### config.mk
export PLATFORM = sky130hd
export DESIGN_NAME = axi_to_banked_mem
export DESIGN_NICKNAME = d
export VERILOG_FILES = /design/src/verilog/axi_mem_pkg.sv /design/src/verilog/mem_fifo.sv /design/src/verilog/axi_burst_sequencer.sv /design/src/verilog/bank_lane.sv /design/src/verilog/resp_merger.sv /design/src/verilog/axi_to_banked_mem.sv
export VERILOG_INCLUDE_DIRS = /design/src /design/src/verilog
export SDC_FILE = /design/constraint.sdc
export NUM_CORES = 1
export LEC_CHECK = 0
export BUFFER_PORTS_ARGS = -buffer_cell sky130_fd_sc_hd__buf_2
export CAP_MARGIN = 20
export CORE_UTILIZATION = 35
export DETAILED_ROUTE_END_ITERATION = 10
export PLACE_DENSITY = 0.56
export SYNTH_ARGS = -nofsm -noshare
export SYNTH_HDL_FRONTEND = slang
export SYNTH_SLANG_ARGS = --single-unit
export TNS_END_PERCENT = 5
### constraint.sdc
create_clock -name clk_i -period 6.6 [get_ports clk_i]
set_input_delay 0.99 -clock clk_i [delete_from_list [all_inputs] [get_ports clk_i]]
set_output_delay 0.99 -clock clk_i [all_outputs]
set_load 0.01 [all_outputs]
### src/verilog/axi_mem_config.svh
`ifndef AXI_MEM_CONFIG_SVH
`define AXI_MEM_CONFIG_SVH

// Byte address width on the AXI side.
`define AXI_ADDR_W 16
// AXI data width in bits.
`define AXI_DATA_W 64
// Transaction ID width.
`define AXI_ID_W 4

// Number of parallel banks, divides the data width.
`define NUM_BANKS 4
// Bank word width and its byte strobe width.
`define BANK_DATA_W (`AXI_DATA_W / `NUM_BANKS)
`define BANK_STRB_W (`BANK_DATA_W / 8)
// Bank word address, the AXI address without the byte offset.
`define BANK_ADDR_W (`AXI_ADDR_W - $clog2(`AXI_DATA_W / 8))

// Bank requests a lane may have waiting for a response.
`define MAX_TRANS 4
// Lane request queue and metadata queue depth.
`define FIFO_DEPTH 4

`endif

### src/verilog/axi_mem_pkg.sv
`include "axi_mem_config.svh"

package axi_mem_pkg;

  typedef logic [`AXI_ADDR_W-1:0]   addr_t;
  typedef logic [`AXI_ID_W-1:0]     id_t;
  typedef logic [`AXI_DATA_W-1:0]   data_t;
  typedef logic [`AXI_DATA_W/8-1:0] strb_t;

  // Only OKAY and SLVERR are ever returned.
  typedef enum logic [1:0] {
    RESP_OKAY   = 2'b00,
    RESP_SLVERR = 2'b10
  } resp_e;

  // Address channel, INCR bursts only.
  typedef struct packed {
    id_t         id;
    addr_t       addr;
    logic [7:0]  len;
    logic [2:0]  size;
  } ar_chan_t;

  // Write address uses the same layout.
  typedef ar_chan_t aw_chan_t;

  typedef struct packed {
    data_t data;
    strb_t strb;
    logic  last;
  } w_chan_t;

  typedef struct packed {
    data_t data;
    id_t   id;
    resp_e resp;
    logic  last;
  } r_chan_t;

  typedef struct packed {
    id_t   id;
    resp_e resp;
  } b_chan_t;

  // One arbitrated beat, read or write.
  typedef struct packed {
    addr_t      addr;
    logic       write;
    logic       last;
    logic [2:0] size;
    id_t        id;
    strb_t      strb;
    data_t      wdata;
  } beat_t;

  // One bank's share of a beat.
  typedef struct packed {
    logic [`BANK_ADDR_W-1:0] addr;
    logic                    we;
    logic [`BANK_STRB_W-1:0] strb;
    logic [`BANK_DATA_W-1:0] wdata;
  } bank_req_t;

  typedef struct packed {
    logic [`BANK_DATA_W-1:0] rdata;
    logic                    err;
  } bank_rsp_t;

  // Beat without write data, kept until its responses return.
  typedef struct packed {
    addr_t      addr;
    logic       write;
    logic       last;
    logic [2:0] size;
    id_t        id;
    strb_t      strb;
  } meta_t;

endpackage

### src/verilog/mem_fifo.sv
`timescale 1ns/1ps

module mem_fifo #(
  parameter type         payload_t = logic,
  parameter int unsigned depth     = 4
) (
  input  logic     clk_i,
  input  logic     rst_n_i,
  input  logic     push_i,
  input  payload_t data_i,
  output logic     full_o,
  input  logic     pop_i,
  output payload_t data_o,
  output logic     empty_o
);

  localparam int unsigned ptr_w = (depth > 1) ? $clog2(depth) : 1;
  localparam int unsigned cnt_w = $clog2(depth + 1);

  payload_t         mem_q [depth];
  logic [ptr_w-1:0] wr_ptr_q;
  logic [ptr_w-1:0] rd_ptr_q;
  logic [cnt_w-1:0] fill_q;
  logic             do_push;
  logic             do_pop;

  assign full_o  = (fill_q == cnt_w'(depth));
  assign empty_o = (fill_q == '0);

  // Pushes on full and pops on empty are ignored.
  assign do_push = push_i & ~full_o;
  assign do_pop  = pop_i & ~empty_o;

  // Head entry, seen one cycle after its push.
  assign data_o = mem_q[rd_ptr_q];

  always_ff @(posedge clk_i) begin
    if (do_push) begin
      mem_q[wr_ptr_q] <= data_i;
    end
  end

  always_ff @(posedge clk_i or negedge rst_n_i) begin
    if (!rst_n_i) begin
      wr_ptr_q <= '0;
      rd_ptr_q <= '0;
      fill_q   <= '0;
    end else begin
      // Pointers wrap at the last entry.
      if (do_push) begin
        wr_ptr_q <= (wr_ptr_q == ptr_w'(depth - 1)) ? '0 : wr_ptr_q + 1'b1;
      end
      if (do_pop) begin
        rd_ptr_q <= (rd_ptr_q == ptr_w'(depth - 1)) ? '0 : rd_ptr_q + 1'b1;
      end
      fill_q <= fill_q + cnt_w'(do_push) - cnt_w'(do_pop);
    end
  end

endmodule

### src/verilog/axi_burst_sequencer.sv
`timescale 1ns/1ps
`include "axi_mem_config.svh"

module axi_burst_sequencer (
  input  logic                  clk_i,
  input  logic                  rst_n_i,
  input  logic                  ar_valid_i,
  output logic                  ar_ready_o,
  input  axi_mem_pkg::ar_chan_t ar_i,
  input  logic                  aw_valid_i,
  output logic                  aw_ready_o,
  input  axi_mem_pkg::aw_chan_t aw_i,
  input  logic                  w_valid_i,
  output logic                  w_ready_o,
  input  axi_mem_pkg::w_chan_t  w_i,
  output axi_mem_pkg::beat_t    beat_o,
  output logic                  beat_valid_o,
  input  logic                  beat_ready_i
);
  import axi_mem_pkg::*;

  // Burst state, len holds the beats still to go.
  ar_chan_t rd_q;
  ar_chan_t rd_d;
  aw_chan_t wr_q;
  aw_chan_t wr_d;
  // Side choice, 1 means write.
  logic     sel_q;
  logic     sel_d;
  logic     lock_q;
  logic     rd_valid;
  logic     wr_valid;
  logic     advance;
  beat_t    rd_beat;
  beat_t    wr_beat;

  // Next beat address, aligned to the size.
  function automatic addr_t step_addr(addr_t addr, logic [2:0] size);
    addr_t mask;
    mask = addr_t'((32'd1 << size) - 1);
    return (addr & ~mask) + addr_t'(32'd1 << size);
  endfunction

  always_comb begin
    rd_d    = rd_q;
    wr_d    = wr_q;
    rd_beat = '0;
    wr_beat = '0;

    // Read side, a burst in progress or a new AR.
    if (rd_q.len != '0) begin
      rd_valid     = 1'b1;
      rd_beat.addr = step_addr(rd_q.addr, rd_q.size);
      rd_beat.last = (rd_q.len == 8'd1);
      rd_beat.size = rd_q.size;
      rd_beat.id   = rd_q.id;
    end else begin
      rd_valid     = ar_valid_i;
      rd_beat.addr = ar_i.addr;
      rd_beat.last = (ar_i.len == '0);
      rd_beat.size = ar_i.size;
      rd_beat.id   = ar_i.id;
    end

    // Write side, a new AW needs its first W as well.
    if (wr_q.len != '0) begin
      wr_valid     = w_valid_i;
      wr_beat.addr = step_addr(wr_q.addr, wr_q.size);
      wr_beat.last = (wr_q.len == 8'd1);
      wr_beat.size = wr_q.size;
      wr_beat.id   = wr_q.id;
    end else begin
      wr_valid     = aw_valid_i & w_valid_i;
      wr_beat.addr = aw_i.addr;
      wr_beat.last = (aw_i.len == '0);
      wr_beat.size = aw_i.size;
      wr_beat.id   = aw_i.id;
    end
    wr_beat.write = 1'b1;
    wr_beat.strb  = w_i.strb;
    wr_beat.wdata = w_i.data;

    // Arbitration, held while a beat waits.
    sel_d = sel_q;
    if (!lock_q) begin
      if (wr_valid ^ rd_valid) begin
        sel_d = wr_valid;
      end else if (wr_valid && rd_valid) begin
        // Single writes first, then open bursts, then alternate.
        if (wr_beat.last && !rd_beat.last) begin
          sel_d = 1'b1;
        end else if (wr_q.len != '0) begin
          sel_d = 1'b1;
        end else if (rd_q.len != '0) begin
          sel_d = 1'b0;
        end else begin
          sel_d = ~sel_q;
        end
      end
    end

    beat_o       = sel_d ? wr_beat : rd_beat;
    beat_valid_o = sel_d ? wr_valid : rd_valid;
    advance      = beat_valid_o & beat_ready_i;

    // Address channels are taken with their first beat.
    ar_ready_o = advance & ~sel_d & (rd_q.len == '0);
    aw_ready_o = advance & sel_d & (wr_q.len == '0);
    w_ready_o  = advance & sel_d;

    if (advance && !sel_d) begin
      if (rd_q.len == '0) begin
        rd_d = ar_i;
      end else begin
        rd_d.len  = rd_q.len - 8'd1;
        rd_d.addr = rd_beat.addr;
      end
    end
    if (advance && sel_d) begin
      if (wr_q.len == '0) begin
        wr_d = aw_i;
      end else begin
        wr_d.len  = wr_q.len - 8'd1;
        wr_d.addr = wr_beat.addr;
      end
    end
  end

  always_ff @(posedge clk_i or negedge rst_n_i) begin
    if (!rst_n_i) begin
      rd_q   <= '0;
      wr_q   <= '0;
      sel_q  <= 1'b0;
      lock_q <= 1'b0;
    end else begin
      rd_q   <= rd_d;
      wr_q   <= wr_d;
      sel_q  <= sel_d;
      lock_q <= beat_valid_o & ~beat_ready_i;
    end
  end

endmodule

### src/verilog/bank_lane.sv
`timescale 1ns/1ps
`include "axi_mem_config.svh"

module bank_lane #(
  parameter int unsigned bank_idx = 0
) (
  input  logic                   clk_i,
  input  logic                   rst_n_i,
  input  axi_mem_pkg::beat_t     beat_i,
  input  logic                   push_i,
  output logic                   ready_o,
  output axi_mem_pkg::bank_req_t bank_req_o,
  output logic                   req_o,
  input  logic                   gnt_i,
  input  logic                   rvalid_i,
  input  axi_mem_pkg::bank_rsp_t rsp_i,
  output axi_mem_pkg::bank_rsp_t rsp_o,
  output logic                   rsp_valid_o,
  input  logic                   rsp_pop_i
);
  import axi_mem_pkg::*;

  localparam int unsigned cnt_w    = $clog2(`MAX_TRANS + 1);
  localparam int unsigned word_lsb = $clog2(`AXI_DATA_W / 8);

  bank_req_t        req_in;
  logic             req_full;
  logic             req_empty;
  logic             rsp_empty;
  logic             issue;
  // Granted requests whose response is not popped yet.
  logic [cnt_w-1:0] credit_q;

  // This bank's slice of the beat.
  always_comb begin
    req_in.addr  = beat_i.addr[`AXI_ADDR_W-1:word_lsb];
    req_in.we    = beat_i.write;
    req_in.strb  = beat_i.strb[bank_idx*`BANK_STRB_W +: `BANK_STRB_W];
    req_in.wdata = beat_i.wdata[bank_idx*`BANK_DATA_W +: `BANK_DATA_W];
  end

  assign ready_o = ~req_full;

  mem_fifo #(
    .payload_t(bank_req_t),
    .depth    (`FIFO_DEPTH)
  ) req_fifo_i (
    .clk_i  (clk_i),
    .rst_n_i(rst_n_i),
    .push_i (push_i),
    .data_i (req_in),
    .full_o (req_full),
    .pop_i  (issue),
    .data_o (bank_req_o),
    .empty_o(req_empty)
  );

  // Issue only with room left in the response buffer.
  // Credit only moves on a grant, so a raised req holds.
  assign req_o = ~req_empty & (credit_q < cnt_w'(`MAX_TRANS));
  assign issue = req_o & gnt_i;

  always_ff @(posedge clk_i or negedge rst_n_i) begin
    if (!rst_n_i) begin
      credit_q <= '0;
    end else begin
      credit_q <= credit_q + cnt_w'(issue) - cnt_w'(rsp_pop_i);
    end
  end

  // In-order responses wait here for the merger.
  mem_fifo #(
    .payload_t(bank_rsp_t),
    .depth    (`MAX_TRANS)
  ) rsp_fifo_i (
    .clk_i  (clk_i),
    .rst_n_i(rst_n_i),
    .push_i (rvalid_i),
    .data_i (rsp_i),
    .full_o (),
    .pop_i  (rsp_pop_i),
    .data_o (rsp_o),
    .empty_o(rsp_empty)
  );

  assign rsp_valid_o = ~rsp_empty;

endmodule

### src/verilog/resp_merger.sv
`timescale 1ns/1ps
`include "axi_mem_config.svh"

module resp_merger (
  input  logic                                   clk_i,
  input  logic                                   rst_n_i,
  input  axi_mem_pkg::beat_t                     beat_i,
  input  logic                                   push_i,
  output logic                                   ready_o,
  input  axi_mem_pkg::bank_rsp_t [`NUM_BANKS-1:0] lane_rsp_i,
  input  logic                   [`NUM_BANKS-1:0] lane_valid_i,
  output logic                                   rsp_pop_o,
  output axi_mem_pkg::r_chan_t                   r_o,
  output logic                                   r_valid_o,
  input  logic                                   r_ready_i,
  output axi_mem_pkg::b_chan_t                   b_o,
  output logic                                   b_valid_o,
  input  logic                                   b_ready_i
);
  import axi_mem_pkg::*;

  localparam int unsigned off_w = $clog2(`AXI_DATA_W / 8);

  meta_t                 meta_in;
  meta_t                 meta_q;
  logic                  meta_full;
  logic                  meta_empty;
  logic                  joined;
  logic                  beat_err;
  // Errors of the earlier beats of the open write burst.
  logic                  b_err_q;
  logic [`NUM_BANKS-1:0] used;
  logic [`NUM_BANKS-1:0] err_vec;

  always_comb begin
    meta_in.addr  = beat_i.addr;
    meta_in.write = beat_i.write;
    meta_in.last  = beat_i.last;
    meta_in.size  = beat_i.size;
    meta_in.id    = beat_i.id;
    meta_in.strb  = beat_i.strb;
  end

  mem_fifo #(
    .payload_t(meta_t),
    .depth    (`FIFO_DEPTH)
  ) meta_fifo_i (
    .clk_i  (clk_i),
    .rst_n_i(rst_n_i),
    .push_i (push_i),
    .data_i (meta_in),
    .full_o (meta_full),
    .pop_i  (rsp_pop_o),
    .data_o (meta_q),
    .empty_o(meta_empty)
  );

  assign ready_o = ~meta_full;
  // A beat is complete once every lane has answered it.
  assign joined  = ~meta_empty & (&lane_valid_i);

  always_comb begin
    int unsigned lo;
    int unsigned hi;
    // Byte range of a read beat within the data word.
    lo = 32'(meta_q.addr[off_w-1:0]);
    hi = lo + (32'd1 << meta_q.size);
    for (int unsigned i = 0; i < `NUM_BANKS; i++) begin
      // Writes use strobed banks, reads the banks the range overlaps.
      if (meta_q.write) begin
        used[i] = |meta_q.strb[i*`BANK_STRB_W +: `BANK_STRB_W];
      end else begin
        used[i] = (i * `BANK_STRB_W + `BANK_STRB_W > lo) && (i * `BANK_STRB_W < hi);
      end
      err_vec[i] = lane_rsp_i[i].err;
      r_o.data[i*`BANK_DATA_W +: `BANK_DATA_W] = lane_rsp_i[i].rdata;
    end
    beat_err = |(err_vec & used);
    r_o.id   = meta_q.id;
    r_o.last = meta_q.last;
    r_o.resp = beat_err ? RESP_SLVERR : RESP_OKAY;
  end

  // Single B carries the OR of all beats of the burst.
  assign b_o.id   = meta_q.id;
  assign b_o.resp = (b_err_q | beat_err) ? RESP_SLVERR : RESP_OKAY;

  always_comb begin
    r_valid_o = joined & ~meta_q.write;
    b_valid_o = joined & meta_q.write & meta_q.last;
    // Inner write beats leave without an AXI transfer.
    if (meta_q.write) begin
      rsp_pop_o = joined & (~meta_q.last | b_ready_i);
    end else begin
      rsp_pop_o = joined & r_ready_i;
    end
  end

  always_ff @(posedge clk_i or negedge rst_n_i) begin
    if (!rst_n_i) begin
      b_err_q <= 1'b0;
    end else if (rsp_pop_o && meta_q.write) begin
      b_err_q <= meta_q.last ? 1'b0 : (b_err_q | beat_err);
    end
  end

endmodule

### src/verilog/axi_to_banked_mem.sv
`timescale 1ns/1ps
`include "axi_mem_config.svh"

module axi_to_banked_mem (
  input  logic                                   clk_i,
  input  logic                                   rst_n_i,
  input  logic                                   ar_valid_i,
  output logic                                   ar_ready_o,
  input  axi_mem_pkg::ar_chan_t                  ar_i,
  input  logic                                   aw_valid_i,
  output logic                                   aw_ready_o,
  input  axi_mem_pkg::aw_chan_t                  aw_i,
  input  logic                                   w_valid_i,
  output logic                                   w_ready_o,
  input  axi_mem_pkg::w_chan_t                   w_i,
  output logic                                   r_valid_o,
  input  logic                                   r_ready_i,
  output axi_mem_pkg::r_chan_t                   r_o,
  output logic                                   b_valid_o,
  input  logic                                   b_ready_i,
  output axi_mem_pkg::b_chan_t                   b_o,
  output logic                   [`NUM_BANKS-1:0] bank_req_o,
  input  logic                   [`NUM_BANKS-1:0] bank_gnt_i,
  output axi_mem_pkg::bank_req_t [`NUM_BANKS-1:0] bank_o,
  input  logic                   [`NUM_BANKS-1:0] bank_rvalid_i,
  input  axi_mem_pkg::bank_rsp_t [`NUM_BANKS-1:0] bank_rsp_i
);
  import axi_mem_pkg::*;

  beat_t                      beat;
  logic                       beat_valid;
  logic                       beat_ready;
  logic                       beat_push;
  logic                       merge_ready;
  logic                       rsp_pop;
  logic      [`NUM_BANKS-1:0] lane_ready;
  logic      [`NUM_BANKS-1:0] lane_valid;
  bank_rsp_t [`NUM_BANKS-1:0] lane_rsp;

  // A beat moves only when every lane and the merger take it.
  assign beat_ready = (&lane_ready) & merge_ready;
  assign beat_push  = beat_valid & beat_ready;

  axi_burst_sequencer axi_burst_sequencer_i (
    .clk_i       (clk_i),
    .rst_n_i     (rst_n_i),
    .ar_valid_i  (ar_valid_i),
    .ar_ready_o  (ar_ready_o),
    .ar_i        (ar_i),
    .aw_valid_i  (aw_valid_i),
    .aw_ready_o  (aw_ready_o),
    .aw_i        (aw_i),
    .w_valid_i   (w_valid_i),
    .w_ready_o   (w_ready_o),
    .w_i         (w_i),
    .beat_o      (beat),
    .beat_valid_o(beat_valid),
    .beat_ready_i(beat_ready)
  );

  // One lane per bank, each sees the whole beat.
  for (genvar g = 0; g < `NUM_BANKS; g++) begin : gen_lane
    bank_lane #(
      .bank_idx(g)
    ) bank_lane_i (
      .clk_i      (clk_i),
      .rst_n_i    (rst_n_i),
      .beat_i     (beat),
      .push_i     (beat_push),
      .ready_o    (lane_ready[g]),
      .bank_req_o (bank_o[g]),
      .req_o      (bank_req_o[g]),
      .gnt_i      (bank_gnt_i[g]),
      .rvalid_i   (bank_rvalid_i[g]),
      .rsp_i      (bank_rsp_i[g]),
      .rsp_o      (lane_rsp[g]),
      .rsp_valid_o(lane_valid[g]),
      .rsp_pop_i  (rsp_pop)
    );
  end

  resp_merger resp_merger_i (
    .clk_i       (clk_i),
    .rst_n_i     (rst_n_i),
    .beat_i      (beat),
    .push_i      (beat_push),
    .ready_o     (merge_ready),
    .lane_rsp_i  (lane_rsp),
    .lane_valid_i(lane_valid),
    .rsp_pop_o   (rsp_pop),
    .r_o         (r_o),
    .r_valid_o   (r_valid_o),
    .r_ready_i   (r_ready_i),
    .b_o         (b_o),
    .b_valid_o   (b_valid_o),
    .b_ready_i   (b_ready_i)
  );

endmodule

## Word-level counts from Yosys, hierarchy flattened

Memory sizes are Yosys's and may differ from the RTL's.
Index checks and enable logic that the tools add are counted.

| word-level totals | value |
|---|---|
| bits in registers | 140 |
| RAM bits | 916 |
| bits of input ports | 218 |
| word-level logic and storage cells | 310 |
| memories | 9 |

Memories:

| name | depth | bits a word | rd ports | clocked after memory_dff | write ports | RTL line | text |
|---|---|---|---|---|---|---|---|
| resp_merger_i.meta_fifo_i.mem_q | 4 | 33 | 1 | 0 | 1 | mem_fifo.sv:20 | `payload_t mem_q [depth];` |
| gen_lane[0].bank_lane_i.req_fifo_i.mem_q | 4 | 32 | 1 | 0 | 1 | mem_fifo.sv:20 |  |
| gen_lane[1].bank_lane_i.req_fifo_i.mem_q | 4 | 32 | 1 | 0 | 1 | mem_fifo.sv:20 |  |
| gen_lane[2].bank_lane_i.req_fifo_i.mem_q | 4 | 32 | 1 | 0 | 1 | mem_fifo.sv:20 |  |
| gen_lane[3].bank_lane_i.req_fifo_i.mem_q | 4 | 32 | 1 | 0 | 1 | mem_fifo.sv:20 |  |
| gen_lane[0].bank_lane_i.rsp_fifo_i.mem_q | 4 | 17 | 1 | 0 | 1 | mem_fifo.sv:20 |  |
| +3 memories | - | - | - | - | - | - |  |

| cells by class | value |
|---|---|
| add/sub/neg operators | 51 |
| magnitude comparators | 11 |
| equality and inequality tests | 29 |
| shift-type cells | 3 |
| muxes and demuxes | 60 |
| bitwise operators | 71 |
| reductions and logical operators | 34 |

Operator list:

| operator | number |
|---|---|
| 97-bit 2-to-1 mux | 1 |
| 3-bit by 32-bit less-than comparator with 1-bit output (first input constant) | 2 |
| 24-bit 2-to-1 mux | 2 |
| 1-bit AND | 40 |
| 2-bit 2-to-1 mux | 20 |
| 3-bit by 1-bit adder with 3-bit output | 13 |
| 3-bit by 1-bit subtractor with 3-bit output | 13 |
| 2-bit by 1-bit adder with 2-bit output (second input constant) | 18 |
| 2-bit equality test (second input constant) | 18 |
| 1-bit 2-to-1 mux | 33 |
| 16-bit adder | 2 |
| 3-bit by 32-bit adder with 32-bit output | 1 |
| 16-bit AND | 2 |
| 8-bit logical NOT | 4 |
| 1-bit by 32-bit less-than comparator with 1-bit output (first input constant) | 1 |
| 2-bit by 32-bit less-than comparator with 1-bit output (first input constant) | 1 |
| 16-bit 2-to-1 mux | 2 |
| 16-bit inverter | 2 |
| 1-bit by 3-bit left shift with 16-bit output (first input constant) | 2 |
| 1-bit by 3-bit left shift with 32-bit output (first input constant) | 1 |
| 16-bit by 1-bit subtractor with 16-bit output (second input constant) | 2 |
| 3-bit equality test (second input constant) | 9 |
| 3-bit logical NOT | 9 |
| 1-bit inverter | 23 |
| 16 further kinds | 38 |

## Depth between registers and ports, before layout

| logic depth | value |
|---|---|
| word-level depth | 13 |
| mapped depth | 24 |

## Hierarchy

Synthesis repeated with hierarchy kept, for this count alone.

| second synthesis, totals | value |
|---|---|
| cells, all modules | 2466 |
| area, all modules | 44746.7 µm² |

By module, submodules not included:

| module | times used | cells an instance | area each (µm²) | seq. area each (µm²) |
|---|---|---|---|---|
| mem_fifo (gen_lane[0].bank_lane_i.req_fifo_i ...) | 4 | 207 | 5111.2 | 4018.9 |
| mem_fifo (gen_lane[0].bank_lane_i.rsp_fifo_i ...) | 2 | 128 | 2941.6 | 2217.1 |
| axi_burst_sequencer | 1 | 713 | 5586.6 | 1601.5 |
| mem_fifo (resp_merger_i.meta_fifo_i) | 1 | 212 | 5258.8 | 4139.0 |
| mem_fifo (gen_lane[1].bank_lane_i.rsp_fifo_i) | 1 | 128 | 2949.1 | 2217.1 |
| mem_fifo (gen_lane[3].bank_lane_i.rsp_fifo_i) | 1 | 133 | 2930.3 | 2217.1 |
| resp_merger | 1 | 131 | 962.2 | 25.0 |
| bank_lane | 4 | 15 | 176.4 | 75.1 |
| axi_to_banked_mem | 1 | 5 | 26.3 | 0.0 |

## Worst setup path after synthesis

No wires, ideal clock.

| timing path | value |
|---|---|
| kind | reg-to-reg |
| from | register axi_burst_sequencer_i.wr_q[3] (netlist name) |
| to | memory gen_lane[2].bank_lane_i.req_fifo_i.mem_q[2][0] (netlist name), enable pin |
| setup time | 0.392 ns |
| arrival | 4.609 ns |
| data required time | 6.208 ns |
| path slack | 1.599 ns |
| cell stages (with the launch flop) | 19 |
| clock period less this slack | 5.001 ns |
| path through | dfrtp_1 -> inv_1 -> ha_1 -> or3b_2 -> clkbuf_1 -> or2_2 -> clkbuf_1 -> o21ai_0 -> inv_1 -> ha_1 -> a21o_1 -> o41ai_4 -> o2111a_1 -> a221oi_2 -> or3_1 -> buf_2 -> nand2_1 -> clkbuf_1 -> and2_1 |

| between the ends | value |
|---|---|
| word-level cells in the longest chain between the ends | 12 |

Ends and longest elaborated chain:

| element | RTL line | text |
|---|---|---|
| start, declared | axi_burst_sequencer.sv:25 | `aw_chan_t wr_q;` |
| start signal, assigned | axi_burst_sequencer.sv:137 | `wr_q <= wr_d;` |
| 8-bit by 1-bit equality test with 1-bit output or 8-bit nonzero test (tied branches) | axi_burst_sequencer.sv:69, axi_burst_sequencer.sv:66, axi_burst_sequencer.sv:92 |  |
| 8-bit 2-to-1 mux | axi_burst_sequencer.sv:66 | `if (wr_q.len != '0) begin` |
| 1-bit logical AND | axi_burst_sequencer.sv:90 | `if (wr_beat.last && !rd_beat.last) begin` |
| 1-bit 2-to-1 mux | axi_burst_sequencer.sv:90 |  |
| 1-bit 2-to-1 mux | axi_burst_sequencer.sv:88 | `end else if (wr_valid && rd_valid) begin` |
| 1-bit 2-to-1 mux | axi_burst_sequencer.sv:86 | `if (wr_valid ^ rd_valid) begin` |
| 1-bit 2-to-1 mux | axi_burst_sequencer.sv:85 | `if (!lock_q) begin` |
| 1-bit 2-to-1 mux * | axi_burst_sequencer.sv:103 | `beat_valid_o = sel_d ? wr_valid : rd_valid;` |
| 1-bit AND * | axi_to_banked_mem.sv:42 | `assign beat_push = beat_valid & beat_ready;` |
| 1-bit AND * | mem_fifo.sv:31 | `assign do_push = push_i & ~full_o;` |
| 1-bit 2-to-1 mux * | mem_fifo.sv:38 | `if (do_push) begin` |
| 1-bit 2-to-1 mux (not written as such) * | mem_fifo.sv:39 | `mem_q[wr_ptr_q] <= data_i;` |
| end, declared | mem_fifo.sv:20 |  |

Every way passes the cells marked *; elsewhere a longest branch is shown, timed or not.

## Final worst setup path

| timing path | value |
|---|---|
| from | register axi_burst_sequencer_i.wr_q[3] (netlist name) |
| to | output port ar_ready_o |

| between the ends | value |
|---|---|
| word-level cells in the longest chain between the ends | 11 |

Ends and longest elaborated chain:

| element | RTL line | text |
|---|---|---|
| 8-bit by 1-bit equality test with 1-bit output or 8-bit nonzero test (tied branches) | axi_burst_sequencer.sv:69, axi_burst_sequencer.sv:66, axi_burst_sequencer.sv:92 |  |
| 8-bit 2-to-1 mux | axi_burst_sequencer.sv:66 |  |
| 1-bit logical AND | axi_burst_sequencer.sv:90 |  |
| 1-bit 2-to-1 mux | axi_burst_sequencer.sv:90 |  |
| 1-bit 2-to-1 mux | axi_burst_sequencer.sv:88 |  |
| 1-bit 2-to-1 mux | axi_burst_sequencer.sv:86 |  |
| 1-bit 2-to-1 mux | axi_burst_sequencer.sv:85 |  |
| 1-bit 2-to-1 mux | axi_burst_sequencer.sv:103 |  |
| 1-bit AND | axi_burst_sequencer.sv:104 | `advance = beat_valid_o & beat_ready_i;` |
| 1-bit AND * (2 in a row) | axi_burst_sequencer.sv:107 | `ar_ready_o = advance & ~sel_d & (rd_q.len == '0);` |
| end, declared | axi_to_banked_mem.sv:8 | `output logic ar_ready_o,` |

Marks and branches as above.

==> impl_metrics.ini <==
[run_status]
status = finished, final reports clean

[run]
maxCapViolations = 0

[placed_design]
gp_congestion = 0.826
placed_cell_area_sq_um = 45500
dp_hpwl_um = 65800
dp.cells = 4229
place_ws_ns = 1.25
io_buffers = 428

[global_route]
grt_pass1_vias = 23800
antenna_found_initial = 14
overflow = 0
grt_pass1_wl_um = 148000
grt.total_usage = 0.164
grt_max_degree = 74

[detailed_routing]
via_count = 22500
finalWirelength_um = 98600
via_per_inst = 5.07
drt-pass1-iter-count = 5
drc = 0
routedWlPerCell_um = 22.2
drtIter0Drc = 1662
ant_nets = 0

[clocking]
cts_setup_buffers = 0
ctsResizeCount = 0
hold_buffers = 0
htreeDepth = 3
clk_pin_slew_worst_paths_ns = 0.06
cts_buffer_depth = 3
cts_tree = yes
root_buffer = clkbuf_16
clk_latency_ns = 0.71
clock-sinks = 1004
cts_buffers = 108

[synth]
synth_cell_types = 79
synthMuxAreaShare = 0.127
seq_area_frac_synth = 0.709
synth_cells = 2351
synth_top_family_by_area = multiplexers
synth_compound_area_frac = 0.0405
ys_ff_latch = 1004
synth_fa_ha_area_frac = 0.0330
synthXorXnorAreaFrac = 0.0101
syn_avg_cell_area_sq_um = 17.7
synth_edf_count = 864
ys.flop_type = edfxtp_1
syn-cell-area_sq_um = 41500
async_reset_ff_frac = 0.139
synth_warnings = 0
yosys.area_share.simple = 0.0585

[die]
rows = 125
start_util = 0.355
die_area_sq_um = 120000
die_w_um = 346
core_sq_um = 117000
die_h_um = 346
num_io_pins = 432

[finish]
final_layout_size_suffix_gt1_frac = 0.325
nNetsFinal = 3136
fin_area_sq_um = 49300
stdcell_count = 4438
final_cell_mix = edfxtp_1 (864), buf_2 (427), mux4_2 (210)
nFillCells = 10300
final_common_cell = edfxtp_1
seqCellArea_sq_um = 29500
multiInputGateArea_sq_um = 11300
area_growth_pct = 18.8

[timing]
rsz0062_at_grt = no
hold_viol_final = 0
tightest_slew_ns = 0.976
fin_skew_ns = 0.0637
slew_violations = 0
tns_ns = 0
setup_viol = 0
worst_slack_ns = 0.643
period_share = 0.903
min_period_ns = 5.96
max-slew-margin-rel = 0.349
hold_slack_ns = 0.338
fmaxAchievable_mhz = 168

[power_and_ir_drop]
p_per_area_nw_per_um2 = 534
peakVddDrop_mv = 0.261
p_leak_nw = 17.8

[setup_path]
crit_arrival_ns = 4.97
reg2reg_to = gen_lane[3].bank_lane_i.req_fifo_i.mem_q[2][5]
cp_data_required_time_ns = 5.61
reg2reg_slack_ns = 1.20
crit_fanout = 25
critPathKind = reg2out
r2r_start = axi_burst_sequencer_i.wr_q[3]
reg2reg_depth = 16
startpoint_type = flop
endpoint_kind = primary output

[hold_path]
hp-class = in2async
logic make-up (layout without fill, tap and decap cells):
group	after synthesis	count (layout)
buf+inv	219	773
compound gates	259	259
xor+xnor	48	48
other cells	1	10
simple gates	459	459
mux	260	260
fa+ha+maj	101	101
flops	1004	1004
worst max path at each step:
| stage | startpoint | to | depth (start not counted) |
|---|---|---|---|
| finish | axi_burst_sequencer_i.wr_q[3] | ar_ready_o | 15 |
| global route | axi_burst_sequencer_i.wr_q[3] | ar_ready_o | 15 |
| CTS | axi_burst_sequencer_i.wr_q[3] | ar_ready_o | 15 |
| detailed placement | axi_burst_sequencer_i.wr_q[3] | gen_lane[1].bank_lane_i.req_fifo_i.fill_q[2] | 20 |
| global placement | axi_burst_sequencer_i.rd_q[3] | gen_lane[3].bank_lane_i.req_fifo_i.mem_q[2][1] | 16 |
| floorplan | axi_burst_sequencer_i.wr_q[3] | gen_lane[2].bank_lane_i.req_fifo_i.mem_q[2][0] | 18 |
state kept, by name (all words and copies together) (netlist names), 12 cells and up:
register and cells:
axi_burst_sequencer_i.rd_q 31, gen_lane.bank_lane_i.req_fifo_i.fill_q 12, gen_lane.bank_lane_i.credit_q 12, gen_lane.bank_lane_i.rsp_fifo_i.mem_q 272
gen_lane.bank_lane_i.rsp_fifo_i.fill_q 12, resp_merger_i.meta_fifo_i.mem_q 80, axi_burst_sequencer_i.wr_q 31, gen_lane.bank_lane_i.req_fifo_i.mem_q 512
metrics by stage:
step                      utilization  power, mW
after floorplan                     -       16.6
after global placement          0.390       20.0
after detailed placement        0.390       20.5
after CTS                       0.422       26.8
after global routing            0.422       27.9
final                           0.422       26.3
per-layer routing:
metal | up-vias | part of all wire | GRT usage
li1 | 10100 | - | -
met4 | 6 | 0.029 | 0.0558
met1 | 11600 | 0.41 | 0.209
met2 | 616 | 0.51 | 0.279
met5 | - | 0.00037 | 0
met3 | 165 | 0.057 | 0.0320
Yosys cell counts, types with 10 or more instances:
library cell | count | share of area
nor2_1 | 103 | 0.0093
fa_1 | 14 | 0.0068
nand2_1 | 92 | 0.0083
and2_1 | 121 | 0.018
o21ai_0 | 88 | 0.011
mux2i_1 | 12 | 0.0029
or3_1 | 12 | 0.0018
xnor2_1 | 35 | 0.0074
buf_4 | 12 | 0.0022
nand3_1 | 11 | 0.0013
a31oi_1 | 17 | 0.0026
o211ai_1 | 10 | 0.0018
a21oi_1 | 44 | 0.0053
nor4b_1 | 10 | 0.0021
nor2b_1 | 11 | 0.0017
o22ai_1 | 10 | 0.0015
nor3_1 | 30 | 0.0036
edfxtp_1 | 864 | 0.62
mux2_2 | 38 | 0.010
dfrtp_1 | 140 | 0.084
a21o_1 | 13 | 0.0024
a211oi_1 | 16 | 0.0029
ha_1 | 87 | 0.026
clkbuf_1 | 84 | 0.0076
mux4_2 | 210 | 0.11
inv_1 | 93 | 0.0084
xor2_1 | 13 | 0.0027
buf_1 | 20 | 0.0018
report_power, final:
| group | switching, mW | internal (mW) | total [mW] |
|---|---|---|---|
| combinational | 5.59 | 3.83 | 9.43 |
| sequential | 0.973 | 9.66 | 10.6 |
| clock | 2.56 | 3.70 | 6.26 |
critical path: stages, from the launching register on:
cell and delay (ns):
dfrtp_1 0.42, inv_1 0.12, ha_1 0.20, or3b_2 0.61, or2_2 0.34, o21ai_0 0.29, inv_1 0.10, ha_1 0.31
a21o_1 0.20, o41ai_4 0.07, o2111a_1 0.29, a221oi_4 0.10, or3_1 0.42, buf_4 0.25, nor2_4 0.31, buf_2 0.20
layout make-up:
cell class | instances | area share
diodes | 8 | 0.000406
clock buffers | 130 | 0.0571
flip-flops and latches | 1004 | 0.597
repair buffers | 480 | 0.0529
inverters | 94 | 0.00716
well taps | 1524 | 0.0387
clock inverters | 69 | 0.0180
multi-input cells | 1129 | 0.228
(Power assumes the default switching activity.)
